==> src/hdl/mac_loopback_settings.svh <==
`ifndef MAC_LOOPBACK_SETTINGS_SVH
`define MAC_LOOPBACK_SETTINGS_SVH

// Stream widths
`define XGMAC_DATA_W        64
`define XGMAC_KEEP_W        8      // One enable per data byte

// Host register bus
`define XGMAC_REG_ADDR_W    11
`define XGMAC_REG_DATA_W    32

// Register map, byte offsets
`define XGMAC_REG_CTRL      11'h000  // Bit 0 swap enable, bit 1 counter clear
`define XGMAC_REG_RX_GOOD   11'h004
`define XGMAC_REG_RX_BAD    11'h008
`define XGMAC_REG_TX_FRAMES 11'h00C
`define XGMAC_REG_RX_BYTES  11'h010

`endif

==> src/hdl/xgmac_pkg.sv <==
package xgmac_pkg;

`include "mac_loopback_settings.svh"

   typedef logic [`XGMAC_DATA_W-1:0]     axis_data_t;  // One stream word
   typedef logic [`XGMAC_KEEP_W-1:0]     axis_keep_t;  // Byte enables
   typedef logic [`XGMAC_REG_ADDR_W-1:0] reg_addr_t;
   typedef logic [`XGMAC_REG_DATA_W-1:0] reg_data_t;
   typedef logic [31:0]                  stat_cnt_t;   // Wrapping counter

   // Receive beat, tuser flags a bad frame on the last beat
   typedef struct packed {
      axis_data_t tdata;
      axis_keep_t tkeep;
      logic       tlast;
      logic       tuser;
   } rx_beat_t;

   typedef struct packed {
      axis_data_t tdata;
      axis_keep_t tkeep;
      logic       tlast;
   } tx_beat_t;

   // Host request, cs is a single cycle strobe
   typedef struct packed {
      logic      cs;
      logic      rnw;    // High for read
      reg_addr_t addr;
      reg_data_t wdata;
   } reg_req_t;

   typedef struct packed {
      reg_data_t rdata;
      logic      rdack;
      logic      wrack;
      logic      error;  // Unmapped address
   } reg_rsp_t;

   typedef enum logic {
      SWAP_HEAD,  // At frame start, first beat not yet paired
      SWAP_BODY   // Addresses done, passing the rest
   } swap_state_t;

endpackage

==> src/hdl/mac_loopback.sv <==
`timescale 1ns/10ps

module mac_loopback
   import xgmac_pkg::*;
(
   input  logic     rx_clk,
   input  logic     arst_n,
   input  rx_beat_t rx_beat,
   input  logic     rx_tvalid,
   output logic     rx_tready,
   output tx_beat_t tx_beat,
   output logic     tx_tvalid,
   input  logic     tx_tready,
   input  reg_req_t reg_req,
   output reg_rsp_t reg_rsp
);

   logic      swap_en;      // Control bit to swapper
   logic      stat_clear;
   stat_cnt_t rx_good;
   stat_cnt_t rx_bad;
   stat_cnt_t tx_frames;
   stat_cnt_t rx_bytes;

   // Stream path, receive back out to transmit
   xgmac_address_swap u_address_swap (
      .rx_clk    (rx_clk),
      .arst_n    (arst_n),
      .swap_en   (swap_en),
      .rx_beat   (rx_beat),
      .rx_tvalid (rx_tvalid),
      .rx_tready (rx_tready),
      .tx_beat   (tx_beat),
      .tx_tvalid (tx_tvalid),
      .tx_tready (tx_tready)
   );

   // Snoops both handshakes
   xgmac_frame_stats u_frame_stats (
      .rx_clk     (rx_clk),
      .arst_n     (arst_n),
      .rx_beat    (rx_beat),
      .rx_tvalid  (rx_tvalid),
      .rx_tready  (rx_tready),
      .tx_beat    (tx_beat),
      .tx_tvalid  (tx_tvalid),
      .tx_tready  (tx_tready),
      .stat_clear (stat_clear),
      .rx_good    (rx_good),
      .rx_bad     (rx_bad),
      .tx_frames  (tx_frames),
      .rx_bytes   (rx_bytes)
   );

   xgmac_reg_bank u_reg_bank (
      .rx_clk     (rx_clk),
      .arst_n     (arst_n),
      .reg_req    (reg_req),
      .reg_rsp    (reg_rsp),
      .swap_en    (swap_en),
      .stat_clear (stat_clear),
      .rx_good    (rx_good),
      .rx_bad     (rx_bad),
      .tx_frames  (tx_frames),
      .rx_bytes   (rx_bytes)
   );

endmodule

==> src/hdl/xgmac_address_swap.sv <==
`timescale 1ns/10ps

module xgmac_address_swap
   import xgmac_pkg::*;
(
   input  logic     rx_clk,
   input  logic     arst_n,
   input  logic     swap_en,    // From control register
   input  rx_beat_t rx_beat,
   input  logic     rx_tvalid,
   output logic     rx_tready,
   output tx_beat_t tx_beat,
   output logic     tx_tvalid,
   input  logic     tx_tready
);

   swap_state_t state;

   tx_beat_t hold_beat;          // Waits for the next beat of its frame
   logic     hold_valid;
   tx_beat_t out_beat;           // Drives the transmit side
   logic     out_valid;

   logic     out_free;
   logic     rx_fire;
   logic     head_second;        // Incoming beat is the second of a frame
   logic     swap_now;
   logic     move;               // Hold register advances to output
   tx_beat_t out_next;
   tx_beat_t hold_next;

   // Output slot empties this cycle or is already empty
   assign out_free  = !out_valid || tx_tready;
   assign rx_tready = !hold_valid || out_free;  // Low only when both full
   assign rx_fire   = rx_tvalid && rx_tready;

   assign head_second = (state == SWAP_HEAD) && hold_valid && !hold_beat.tlast;
   assign swap_now    = rx_fire && head_second && swap_en;

   // Held beat leaves once its successor arrives or it closes the frame
   assign move = hold_valid && out_free && (hold_beat.tlast || rx_fire);

   always_comb begin
      out_next = hold_beat;
      if (swap_now) begin
         // Bytes 0-1 from 6-7, bytes 2-5 from bytes 8-11 of next beat
         out_next.tdata[15:0]  = hold_beat.tdata[63:48];
         out_next.tdata[47:16] = rx_beat.tdata[31:0];
         out_next.tdata[63:48] = hold_beat.tdata[15:0];  // Old dest bytes 0-1
      end
   end

   always_comb begin
      hold_next.tdata = rx_beat.tdata;
      hold_next.tkeep = rx_beat.tkeep;
      hold_next.tlast = rx_beat.tlast;                 // tuser dropped here
      if (swap_now)
         hold_next.tdata[31:0] = hold_beat.tdata[47:16]; // Old dest bytes 2-5
   end

   // Frame position, tracked on the receive side
   always_ff @(posedge rx_clk or negedge arst_n) begin
      if (!arst_n) begin
         state <= SWAP_HEAD;
      end else if (rx_fire) begin
         if (rx_beat.tlast)
            state <= SWAP_HEAD;
         else if (head_second)
            state <= SWAP_BODY;
      end
   end

   always_ff @(posedge rx_clk or negedge arst_n) begin
      if (!arst_n) begin
         hold_valid <= 1'b0;
         out_valid  <= 1'b0;
      end else begin
         if (rx_fire)
            hold_valid <= 1'b1;
         else if (move)
            hold_valid <= 1'b0;
         if (move)
            out_valid <= 1'b1;
         else if (tx_tready)
            out_valid <= 1'b0;    // Beat taken, nothing new
      end
   end

   // Payload only
   always_ff @(posedge rx_clk) begin
      if (rx_fire)
         hold_beat <= hold_next;
      if (move)
         out_beat <= out_next;
   end

   assign tx_beat   = out_beat;
   assign tx_tvalid = out_valid;

endmodule

==> src/hdl/xgmac_frame_stats.sv <==
`timescale 1ns/10ps

module xgmac_frame_stats
   import xgmac_pkg::*;
(
   input  logic      rx_clk,
   input  logic      arst_n,
   input  rx_beat_t  rx_beat,
   input  logic      rx_tvalid,
   input  logic      rx_tready,
   input  tx_beat_t  tx_beat,
   input  logic      tx_tvalid,
   input  logic      tx_tready,
   input  logic      stat_clear,  // One cycle pulse from register bank
   output stat_cnt_t rx_good,
   output stat_cnt_t rx_bad,
   output stat_cnt_t tx_frames,
   output stat_cnt_t rx_bytes
);

`include "mac_loopback_settings.svh"

   logic      rx_fire;
   logic      tx_fire;
   stat_cnt_t rx_beat_bytes;

   // Population count of byte enables
   function automatic stat_cnt_t keep_count(input axis_keep_t keep);
      stat_cnt_t n;
      n = '0;
      for (int i = 0; i < `XGMAC_KEEP_W; i++)
         n = n + stat_cnt_t'(keep[i]);
      return n;
   endfunction

   assign rx_fire       = rx_tvalid && rx_tready;
   assign tx_fire       = tx_tvalid && tx_tready;
   assign rx_beat_bytes = keep_count(rx_beat.tkeep);

   always_ff @(posedge rx_clk or negedge arst_n) begin
      if (!arst_n) begin
         rx_good   <= '0;
         rx_bad    <= '0;
         tx_frames <= '0;
         rx_bytes  <= '0;
      end else if (stat_clear) begin   // Clear beats any increment
         rx_good   <= '0;
         rx_bad    <= '0;
         tx_frames <= '0;
         rx_bytes  <= '0;
      end else begin
         if (rx_fire && rx_beat.tlast) begin
            if (rx_beat.tuser)
               rx_bad <= rx_bad + 1'b1;   // Bad flag only valid on last beat
            else
               rx_good <= rx_good + 1'b1;
         end
         if (rx_fire)
            rx_bytes <= rx_bytes + rx_beat_bytes;
         if (tx_fire && tx_beat.tlast)
            tx_frames <= tx_frames + 1'b1;
      end
   end

endmodule

==> src/hdl/xgmac_reg_bank.sv <==
`timescale 1ns/10ps

module xgmac_reg_bank
   import xgmac_pkg::*;
(
   input  logic      rx_clk,
   input  logic      arst_n,
   input  reg_req_t  reg_req,
   output reg_rsp_t  reg_rsp,
   output logic      swap_en,
   output logic      stat_clear,
   input  stat_cnt_t rx_good,
   input  stat_cnt_t rx_bad,
   input  stat_cnt_t tx_frames,
   input  stat_cnt_t rx_bytes
);

`include "mac_loopback_settings.svh"

   logic      addr_hit;     // Address is in the map
   reg_data_t rd_mux;
   logic      ctrl_wr;

   reg_data_t rdata_q;
   logic      rdack_q;
   logic      wrack_q;
   logic      error_q;

   // Read decode
   always_comb begin
      addr_hit = 1'b1;
      case (reg_req.addr)
         `XGMAC_REG_CTRL:      rd_mux = reg_data_t'(swap_en);  // Clear bit reads 0
         `XGMAC_REG_RX_GOOD:   rd_mux = rx_good;
         `XGMAC_REG_RX_BAD:    rd_mux = rx_bad;
         `XGMAC_REG_TX_FRAMES: rd_mux = tx_frames;
         `XGMAC_REG_RX_BYTES:  rd_mux = rx_bytes;
         default: begin
            addr_hit = 1'b0;
            rd_mux   = '0;
         end
      endcase
   end

   assign ctrl_wr = reg_req.cs && !reg_req.rnw && (reg_req.addr == `XGMAC_REG_CTRL);

   // Control register and handshake
   always_ff @(posedge rx_clk or negedge arst_n) begin
      if (!arst_n) begin
         swap_en    <= 1'b1;    // Swap on out of reset
         stat_clear <= 1'b0;
         rdack_q    <= 1'b0;
         wrack_q    <= 1'b0;
         error_q    <= 1'b0;
      end else begin
         rdack_q    <= reg_req.cs && reg_req.rnw;
         wrack_q    <= reg_req.cs && !reg_req.rnw;
         error_q    <= reg_req.cs && !addr_hit;
         stat_clear <= ctrl_wr && reg_req.wdata[1];   // Write only action
         if (ctrl_wr)
            swap_en <= reg_req.wdata[0];
      end
   end

   // Read data lines up with rdack
   always_ff @(posedge rx_clk) begin
      if (reg_req.cs)
         rdata_q <= reg_req.rnw ? rd_mux : '0;
   end

   assign reg_rsp = '{rdata: rdata_q, rdack: rdack_q, wrack: wrack_q, error: error_q};

endmodule

==> config.mk <==
export PLATFORM = sky130hd
export DESIGN_NAME = mac_loopback
export DESIGN_NICKNAME = d
export VERILOG_FILES = /design/src/hdl/xgmac_pkg.sv /design/src/hdl/mac_loopback.sv /design/src/hdl/xgmac_address_swap.sv /design/src/hdl/xgmac_frame_stats.sv /design/src/hdl/xgmac_reg_bank.sv
export VERILOG_INCLUDE_DIRS = /design/src /design/src/hdl
export SDC_FILE = /design/constraint.sdc
export NUM_CORES = 1
export LEC_CHECK = 0
export BUFFER_PORTS_ARGS = -buffer_cell sky130_fd_sc_hd__buf_2
export CORE_MARGIN = 3
export CORE_UTILIZATION = 39
export DETAILED_ROUTE_END_ITERATION = 8
export GPL_TIMING_DRIVEN = 0
export PLACE_DENSITY = 0.59
export SLEW_MARGIN = 10
export SYNTH_ARGS = -nofsm -noshare
export SYNTH_HDL_FRONTEND = slang
export SYNTH_SLANG_ARGS = --single-unit
export TNS_END_PERCENT = 1
==> constraint.sdc <==
create_clock -name rx_clk -period 4.6 [get_ports rx_clk]
set_input_delay 0.23 -clock rx_clk [delete_from_list [all_inputs] [get_ports rx_clk]]
set_output_delay 0.23 -clock rx_clk [all_outputs]
set_load 0.005 [all_outputs]
# After elaboration in Yosys (flattened, before gate mapping)

Cells that the tools add are included.

Logic and storage cells: 91
Flip-flop bits (word level): 314

Reduce and logical (&&, ||, !) cells: 35
Mux-type cells: 20
$add $sub $neg: 11
Bitwise logic cells: 1
Equality and inequality tests: 5

Operators by type and width:

| operator                | number |
|---|---|
| $mux W32                | 11 |
| $add A32 B1 Y32         | 6 |
| $pmux W32 S5            | 1 |
| $add A32 B1 Y32 const B | 3 |
| $mux W64                | 1 |
| $add A32 B32 Y32        | 1 |
| $eq A11 B4 Y1 const B   | 2 |
| $logic_and A1 B1 Y1     | 15 |
| $reduce_bool A2 Y1      | 7 |
| $eq A11 B3 Y1 const B   | 1 |
| $eq A11 B5 Y1 const B   | 1 |
| $logic_not A11 Y1       | 1 |
| $mux W1                 | 7 |
| $reduce_and A2 Y1       | 3 |
| $logic_not A1 Y1        | 5 |
| $reduce_or A5 Y1        | 1 |
| $logic_or A1 B1 Y1      | 3 |
| $add A1 B1 Y2           | 1 |
| $ne A2 B1 Y1 const B    | 1 |
| $not A1 Y1              | 1 |

# Logic depth before layout (Yosys ltp)

Gate-level depths: netlist of run 1.

Depth in word-level cells: 10
Mapped depth: 15
Gate-level depth less buffers: 14

# Modules after synthesis

A second synthesis of run 1 with hierarchy kept.

Cells, all modules: 1226
Area, all modules: 14951.8 µm²

By module, submodules not included:

| module             | seq. area each (µm²) | cells an instance | area each (µm²) | instances |
|---|---|---|---|---|
| xgmac_frame_stats  | 3203.1               | 711               | 6734.0          | 1 |
| xgmac_address_swap | 4459.3               | 270               | 5724.2          | 1 |
| xgmac_reg_bank     | 1087.3               | 245               | 2493.6          | 1 |

# Worst setup path before layout of run 1

Ideal clock, no wire load.

Path kind: input port to flip-flop
From: input rx_tvalid
To: register u_address_swap.out_beat (netlist bit u_address_swap.tx_beat[0]) (enable)
Stages: 3
Setup slack: 0.312 ns
Arrival time: 3.773 ns
Path buffers: 1
Data required time: 4.085 ns
Cells stage by stage: clkbuf_2 o21ai_0 nor2b_1

Longest elaborated chain between the ends: 3

RTL lines:

| what                          | line                     | source |
|---|---|---|
| start: declaration            | mac_loopback.sv:9        | `input logic rx_tvalid,` |
| $logic_and A1 B1 Y1           | xgmac_address_swap.sv:35 | `assign rx_fire = rx_tvalid && rx_tready;` |
| $logic_or A1 B1 Y1            | xgmac_address_swap.sv:41 | `assign move = hold_valid && out_free && (hold_beat.tlast \|\| rx_fire);` |
| $logic_and A1 B1 Y1           | xgmac_address_swap.sv:41 |  |
| named net u_address_swap.move | xgmac_address_swap.sv:28 | `logic move;` |
| end signal: assignment        | xgmac_address_swap.sv:94 | `out_beat <= out_next;` |
| end: declaration              | xgmac_address_swap.sv:21 | `tx_beat_t out_beat;` |

The timed path passes the listed nets, and every way through them passes these cells.
A chain may end at the register's enable or synchronous reset.

# Worst setup path after layout of run 1

From: input rx_beat[2] (netlist bit)
To: register u_frame_stats.rx_bytes[31]

Longest elaborated chain between the ends: 10

RTL lines:

| what                         | line                    | source |
|---|---|---|
| start: declaration           | mac_loopback.sv:8       | `input rx_beat_t rx_beat,` |
| $add A1 B1 Y2                | xgmac_frame_stats.sv:32 | `n = n + stat_cnt_t'(keep[i]);` |
| $add A32 B1 Y32 (6 in a row) | xgmac_frame_stats.sv:32 |  |
| $add A32 B32 Y32             | xgmac_frame_stats.sv:59 | `rx_bytes <= rx_bytes + rx_beat_bytes;` |
| $mux W32                     | xgmac_frame_stats.sv:58 | `if (rx_fire)` |
| $mux W32                     | xgmac_frame_stats.sv:46 | `end else if (stat_clear) begin` |
| end signal: assignment       | xgmac_frame_stats.sv:59 |  |
| end: declaration             | xgmac_frame_stats.sv:18 | `output stat_cnt_t rx_bytes` |

Every way passes these cells. The select of a mux whose other input is x is not followed.

==> results of run 1 <==
## what timing repair did
item                       4_1_cts  5_1_grt
resized for setup                0        2
hold buffers                    75        0
hold endpoints to repair       144        0
setup endpoints to repair        0        2
## power breakdown
part	switching [W]	total [W]	internal (W)
clock	0.00117	0.00282	0.00165
combinational	0.000504	0.000921	0.000417
sequential	0.000198	0.00343	0.00323
## layout make-up
class / instances / area share [%]
clock buffer: 53 / 5.62
clock inverter: 13 / 0.653
timing repair buffer: 280 / 10.1
sequential: 314 / 47.1
tap: 504 / 3.39
buffer: 70 / 1.63
multi-input combinational: 815 / 30.8
inverter: 36 / 0.754
## state kept, by name (all words and copies together) (netlist names)
register and cells:
u_address_swap.tx_tvalid 1, u_frame_stats.tx_frames 32, u_address_swap.state 1, u_address_swap.hold_valid 1, u_reg_bank.error_q 1, u_reg_bank.wrack_q 1, u_address_swap.tx_beat 73, u_reg_bank.stat_clear 1
u_reg_bank.swap_en 1, u_frame_stats.rx_bad 32, u_reg_bank.rdata_q 32, u_address_swap.hold_beat 73, u_frame_stats.rx_good 32, u_frame_stats.rx_bytes 32, u_reg_bank.rdack_q 1
## Yosys cell counts (all sizes together) (5+ instances only)
cell type / count / area [um^2]
a2111oi: 5 / 43.8
a211oi: 5 / 37.5
a21oi: 37 / 185
a22o: 23 / 203
a22oi: 38 / 285
and2: 8 / 50.1
and3: 10 / 62.6
and4: 19 / 168
buf: 23 / 124
clkbuf: 47 / 178
dfrtp: 135 / 3380
edfxtp: 178 / 5350
ha: 15 / 188
inv: 36 / 138
mux2: 122 / 1370
nand2: 61 / 234
nand3: 33 / 165
nand4: 31 / 200
nor2: 147 / 552
nor2b: 10 / 62.6
nor3: 26 / 130
nor4: 29 / 196
o2111ai: 5 / 43.8
o21ai: 30 / 150
o2bb2ai: 7 / 61.3
or3: 18 / 114
or4: 5 / 37.5
xnor2: 69 / 604
xor2: 25 / 219
## final timing paths
path | start | end | cells past startpoint
worst max-delay path | rx_beat[2] | u_frame_stats.rx_bytes[31]$_DFFE_PN0P_ | 15
worst min-delay path | rx_beat[19] | u_address_swap.tx_beat[34]$_DFFE_PP_ | 2
worst max register to register | u_frame_stats.rx_bytes[1]$_DFFE_PN0P_ | u_frame_stats.rx_bytes[31]$_DFFE_PN0P_ | 10
worst min register to register | u_address_swap.hold_beat[8]$_DFFE_PP_ | u_address_swap.tx_beat[8]$_DFFE_PP_ | 0
max in group asynchronous | arst_n | u_reg_bank.swap_en$_DFFE_PN1P_ | 3
min in group asynchronous | arst_n | u_frame_stats.rx_good[12]$_DFFE_PN0P_ | 2
## metal layers
layer / global-route usage [%] / part of all wire (%)
met5: 0 / 0
met4: 6.85 / 3.1
met3: 3.96 / 7.0
met2: 33.2 / 45
met1: 31.0 / 45
## kinds of logic (layout without fill, tap and decap cells)
kind of cell,Yosys count,in the layout
muxes,125,125
xor gates and xnor gates,94,94
and+or+nand+nor,413,413
buffers and inverters,106,452
adders and majority gates,19,19
DFF,314,314
AOI/OAI and AO/OA,164,164
## critical path, delay by kind of cell
kind / cells / cell delay [ns]
fa+ha+maj: 5 / 1.79
compound gates: 3 / 1.39
buf+inv: 5 / 1.09
simple gates: 2 / 0.30
## metrics by stage
step           std cells  utilization (%)  setup TNS, ns  area, um^2
2_1_floorplan       1235                -              0       14900
3_3_place_gp        1940             44.5        -105.63       16500
3_5_place_dp        1944             44.9              0       16700
4_1_cts             2085             50.0              0       18600
5_1_grt             2085             50.0              0       18600
6_report            2085             50.0              0       18600
==> flow_summary.ini, run 1 <==
[logic_synthesis]
synthMuxAreaShare_pct = 9.42
netlist_area_um2 = 14900
synth-edff-count = 178
synthCells = 1235
syn_nets = 1377
synthFlopType = edfxtp_1
yosys_warnings = 0
synth_compound_area_share_pct = 7.52
synth_top_family_by_area = simple AND/OR/NAND/NOR gates
synthDistinctLibCells = 59
ys_seq_area_share_pct = 58.7
async_reset_ff_share_pct = 43.3
synth_xor_area_share_pct = 5.52
ys_ff_latch = 314
synthAdderAreaFrac_pct = 1.80
syn_avg_cell_area_um2 = 12.1
yosys.area_share.simple_pct = 14.1

[global_route]
antenna_found_initial = 0
grt_usage_pct = 21.5
grt.overflow.total = 0
grt_pass1_vias = 11100
grt_max_degree = 98
grt_pass1_wl_um = 68000

[critical_path]
critPathMaxFanout = 10
critPathRequiredTime_ns = 5.06
worst_path_most_repeated_cell = fa_1
end_kind = register
r2r_slack_ns = 0.95
crit_type = primary input to register
crit_arrival_ns = 4.80
slowest_delay_ns = 1.05
cpMaxStageDelayCell = a2111oi_0
cp_cell_sequence = dlygate4sd3_1 > buf_2 > ha_1 > inv_1 > fa_1 > fa_1 > fa_1 > inv_1 > ha_1 > a21o_1 > nand4_1 > clkbuf_1 > a2111oi_0 > nand4_1 > a21oi_1
start_kind = primary input

[routing]
drt_iter0_markers = 932
vias = 11300
antenna_left = 0
first_pass_iters = 5
drt-total-wl_um = 43800
routed_via_density = 5.40
wire_per_inst_um = 21.0
drc = 0

[layout]
final_common_cell = buf_2
area_growth_pct = 24.7
regArea_um2 = 8750
fillers = 3309
nNetsFinal = 1695
n_antenna_cell = 0
final_cell_mix = buf_2 (206), edfxtp_1 (178), nor2_1 (147), dfrtp_1 (135), mux2_2 (122)
multi_input_area_um2 = 5720
drive_above_1_share_pct = 25.7

[die]
core_area_um2 = 37100
io_pins = 233
row_count = 70
die_y_um = 201
floorplan.initialDensity_pct = 40.1
die_area_um2 = 40600
die_w_um = 201

[timing]
min_period_ns = 4.35
slew_headroom_pct = 23.3
whs_ns = 0.0352
period_share_pct = 94.5
hold_viol = 0
tightest_slew_ns = 1.12
max_freq_mhz = 230
drv_slew = 0
setup_slack_ns = 0.254
fin_skew_ns = 0.0173
setup_viol = 0
rsz0062_at_grt = false

[power]
total_power_w = 0.00717
vdd_drop_max_mv = 0.237
power-per-cell-area_nw_per_um2 = 386
leakagePower_nw = 7.34

[cts]
cts_setup_buffers = 0
clkTransAtPathRegs_ns = 0.06
cts_buffer_depth = 3
htree_num_levels = 2
clock_latency_ns = 0.55
cts_root_buf = clkbuf_16
cts_buffers = 36
cts_tree = yes
clkSinkCount = 314

[place]
portBuffers = 201
pre_cts_ws_ns = 0.208
globalplace.congestion = 0.927
hpwl_um = 31400

[job]
max-cap-violations = 0

[min_path]
hp-class = primary input to register

[run_status]
status = complete, no violations
Power figures use the tool's default switching activity.
==> run 2: changes to the inputs <==
PLACE_DENSITY = 0.62   (was 0.59)
clock period = 3.6 ns   (was 4.6 ns; I/O delays follow)
==> flow_summary.ini, run 2 (synthesized netlist as in run 1, its figures left out) <==
[run_status]
status = complete, no violations

[timing]
drv_slew = 0
slew_headroom_pct = 38.9
whs_ns = 0.0991
hold_viol = 0
max_freq_mhz = 286
period_share_pct = 97.3
setup_viol = 0
setup_slack_ns = 0.0976
rsz0062_at_grt = true
finalSetupTns_ns = 0
fin_skew_ns = 0.0217
tightest_slew_ns = 0.917
min_period_ns = 3.50

[layout]
drive_above_1_share_pct = 26.5
final_cell_mix = buf_2 (206), edfxtp_1 (178), nor2_1 (147), dfrtp_1 (135), mux2_2 (122)
final_area_um2 = 18700
area_growth_pct = 25.7
final_common_cell = buf_2
nNetsFinal = 1701

[power]
power-per-cell-area_nw_per_um2 = 499
total_power_w = 0.00934
vdd_drop_max_mv = 0.254
leakagePower_nw = 7.41

[die]
floorplan.initialDensity_pct = 40.1
die_w_um = 201
die_area_um2 = 40600
core_area_um2 = 37100
io_pins = 233
die_y_um = 201
row_count = 70

[routing]
antenna_left = 0
wire_per_inst_um = 20.8
first_pass_iters = 5
wl_met2_um = 20100
drt-total-wl_um = 43600
top_layer = met4
drt_iter0_markers = 885
wl_met3_um = 3240
wl_met1_um = 19200
routed_via_density = 5.41
drc = 0
vias = 11300

[cts]
clkTransAtPathRegs_ns = 0.06
cts_tree = yes
htree_num_levels = 2
cts_root_buf = clkbuf_16
clock_latency_ns = 0.54
cts_buffer_depth = 3
cts_buffers = 36
clkSinkCount = 314

[job]
max-cap-violations = 0

[critical_path]
critPathMaxFanout = 6
cp_cell_sequence = buf_2 > ha_1 > inv_1 > fa_1 > fa_1 > fa_1 > inv_1 > ha_1 > inv_1 > fa_1 > nor2b_2 > o31a_1 > buf_6 > nor2_1 > or4_4 > a21oi_2
crit_arrival_ns = 3.95
end_kind = register
crit_type = primary input to register
slowest_delay_ns = 0.54
worst_path_most_repeated_cell = fa_1
critPathRequiredTime_ns = 4.05
cpMaxStageDelayCell = or4_4
start_kind = primary input

[global_route]
grt_pass1_vias = 11200
grt_pass1_wl_um = 67300
grt.overflow.total = 0
antenna_found_initial = 0
grt_max_degree = 78
grt_usage_pct = 21.1

[place]
hpwl_um = 30900
globalplace.congestion = 0.957
place_area_um2 = 16700
pre_cts_ws_ns = -0.726
portBuffers = 201

[min_path]
hp-class = primary input to register
## run 2: routing by layer
layer  track usage (%)  vias to the layer above
met5                 0                        -
met4              5.88                        0
met3              4.59                       72
met2              33.8                      429
met1              29.2                     5632
li1                  -                     5194
## run 2: final timing paths
kind | startpoint | end | slack, ns | cells past startpoint
worst min-delay path | rx_tvalid | u_address_swap.hold_valid$_DFFE_PN0P_ | 0.1 | 2
min in group asynchronous | arst_n | u_frame_stats.rx_good[15]$_DFFE_PN0P_ | 0.17 | 2
max in group asynchronous | arst_n | u_frame_stats.tx_frames[30]$_DFFE_PN0P_ | 2.67 | 3
worst max-delay path | rx_beat[2] | u_frame_stats.rx_bytes[22]$_DFFE_PN0P_ | 0.1 | 16
worst max register to register | u_frame_stats.rx_bytes[1]$_DFFE_PN0P_ | u_frame_stats.rx_bytes[27]$_DFFE_PN0P_ | 0.34 | 10
worst min register to register | u_address_swap.hold_beat[3]$_DFFE_PP_ | u_address_swap.tx_beat[3]$_DFFE_PP_ | 0.41 | 0
## run 2: worst max-delay path: cells and delay by family
family | cells | cell delay, ns
AND/OR/NAND/NOR | 3 | 0.77
adder cells (fa/ha/maj) | 6 | 2.17
AO/OA/AOI/OAI | 2 | 0.37
buffers and inverters | 5 | 0.45
## run 2: layout make-up
| type | count | area [um^2] |
|---|---|---|
| Timing Repair Buffer | 286 | 1910 |
| Clock inverter | 16 | 165 |
| Antenna cell | 1 | 2.50 |
| Fill cell | 3304 | 18400 |
| Buffer | 70 | 309 |
| Multi-Input combinational cell | 815 | 5740 |
| Clock buffer | 50 | 1080 |
| Sequential cell | 314 | 8750 |
| Inverter | 36 | 140 |
| Tap cell | 504 | 631 |
## run 2: power breakdown
part / internal, W / switching, W / leakage (nW)
logic: 0.000554 / 0.000656 / 3.25
clock network: 0.00226 / 0.00150 / 0.616
registers: 0.00413 / 0.000249 / 3.55
## run 2: per-stage QoR
stage / cells / util [%]
global placement: 1940 / 44.5
finish: 2092 / 50.4
detailed placement: 1944 / 44.8
CTS: 2088 / 50.3
global route: 2091 / 50.4
floorplan: 1235 / -
## run 2: repair_timing
action,4_1_cts,5_1_grt
hold buffers,78,0
pin swaps,0,1
hold endpoints to repair,168,0
setup endpoints to repair,2,7
buffers inserted,0,3
gates resized for setup,2,7
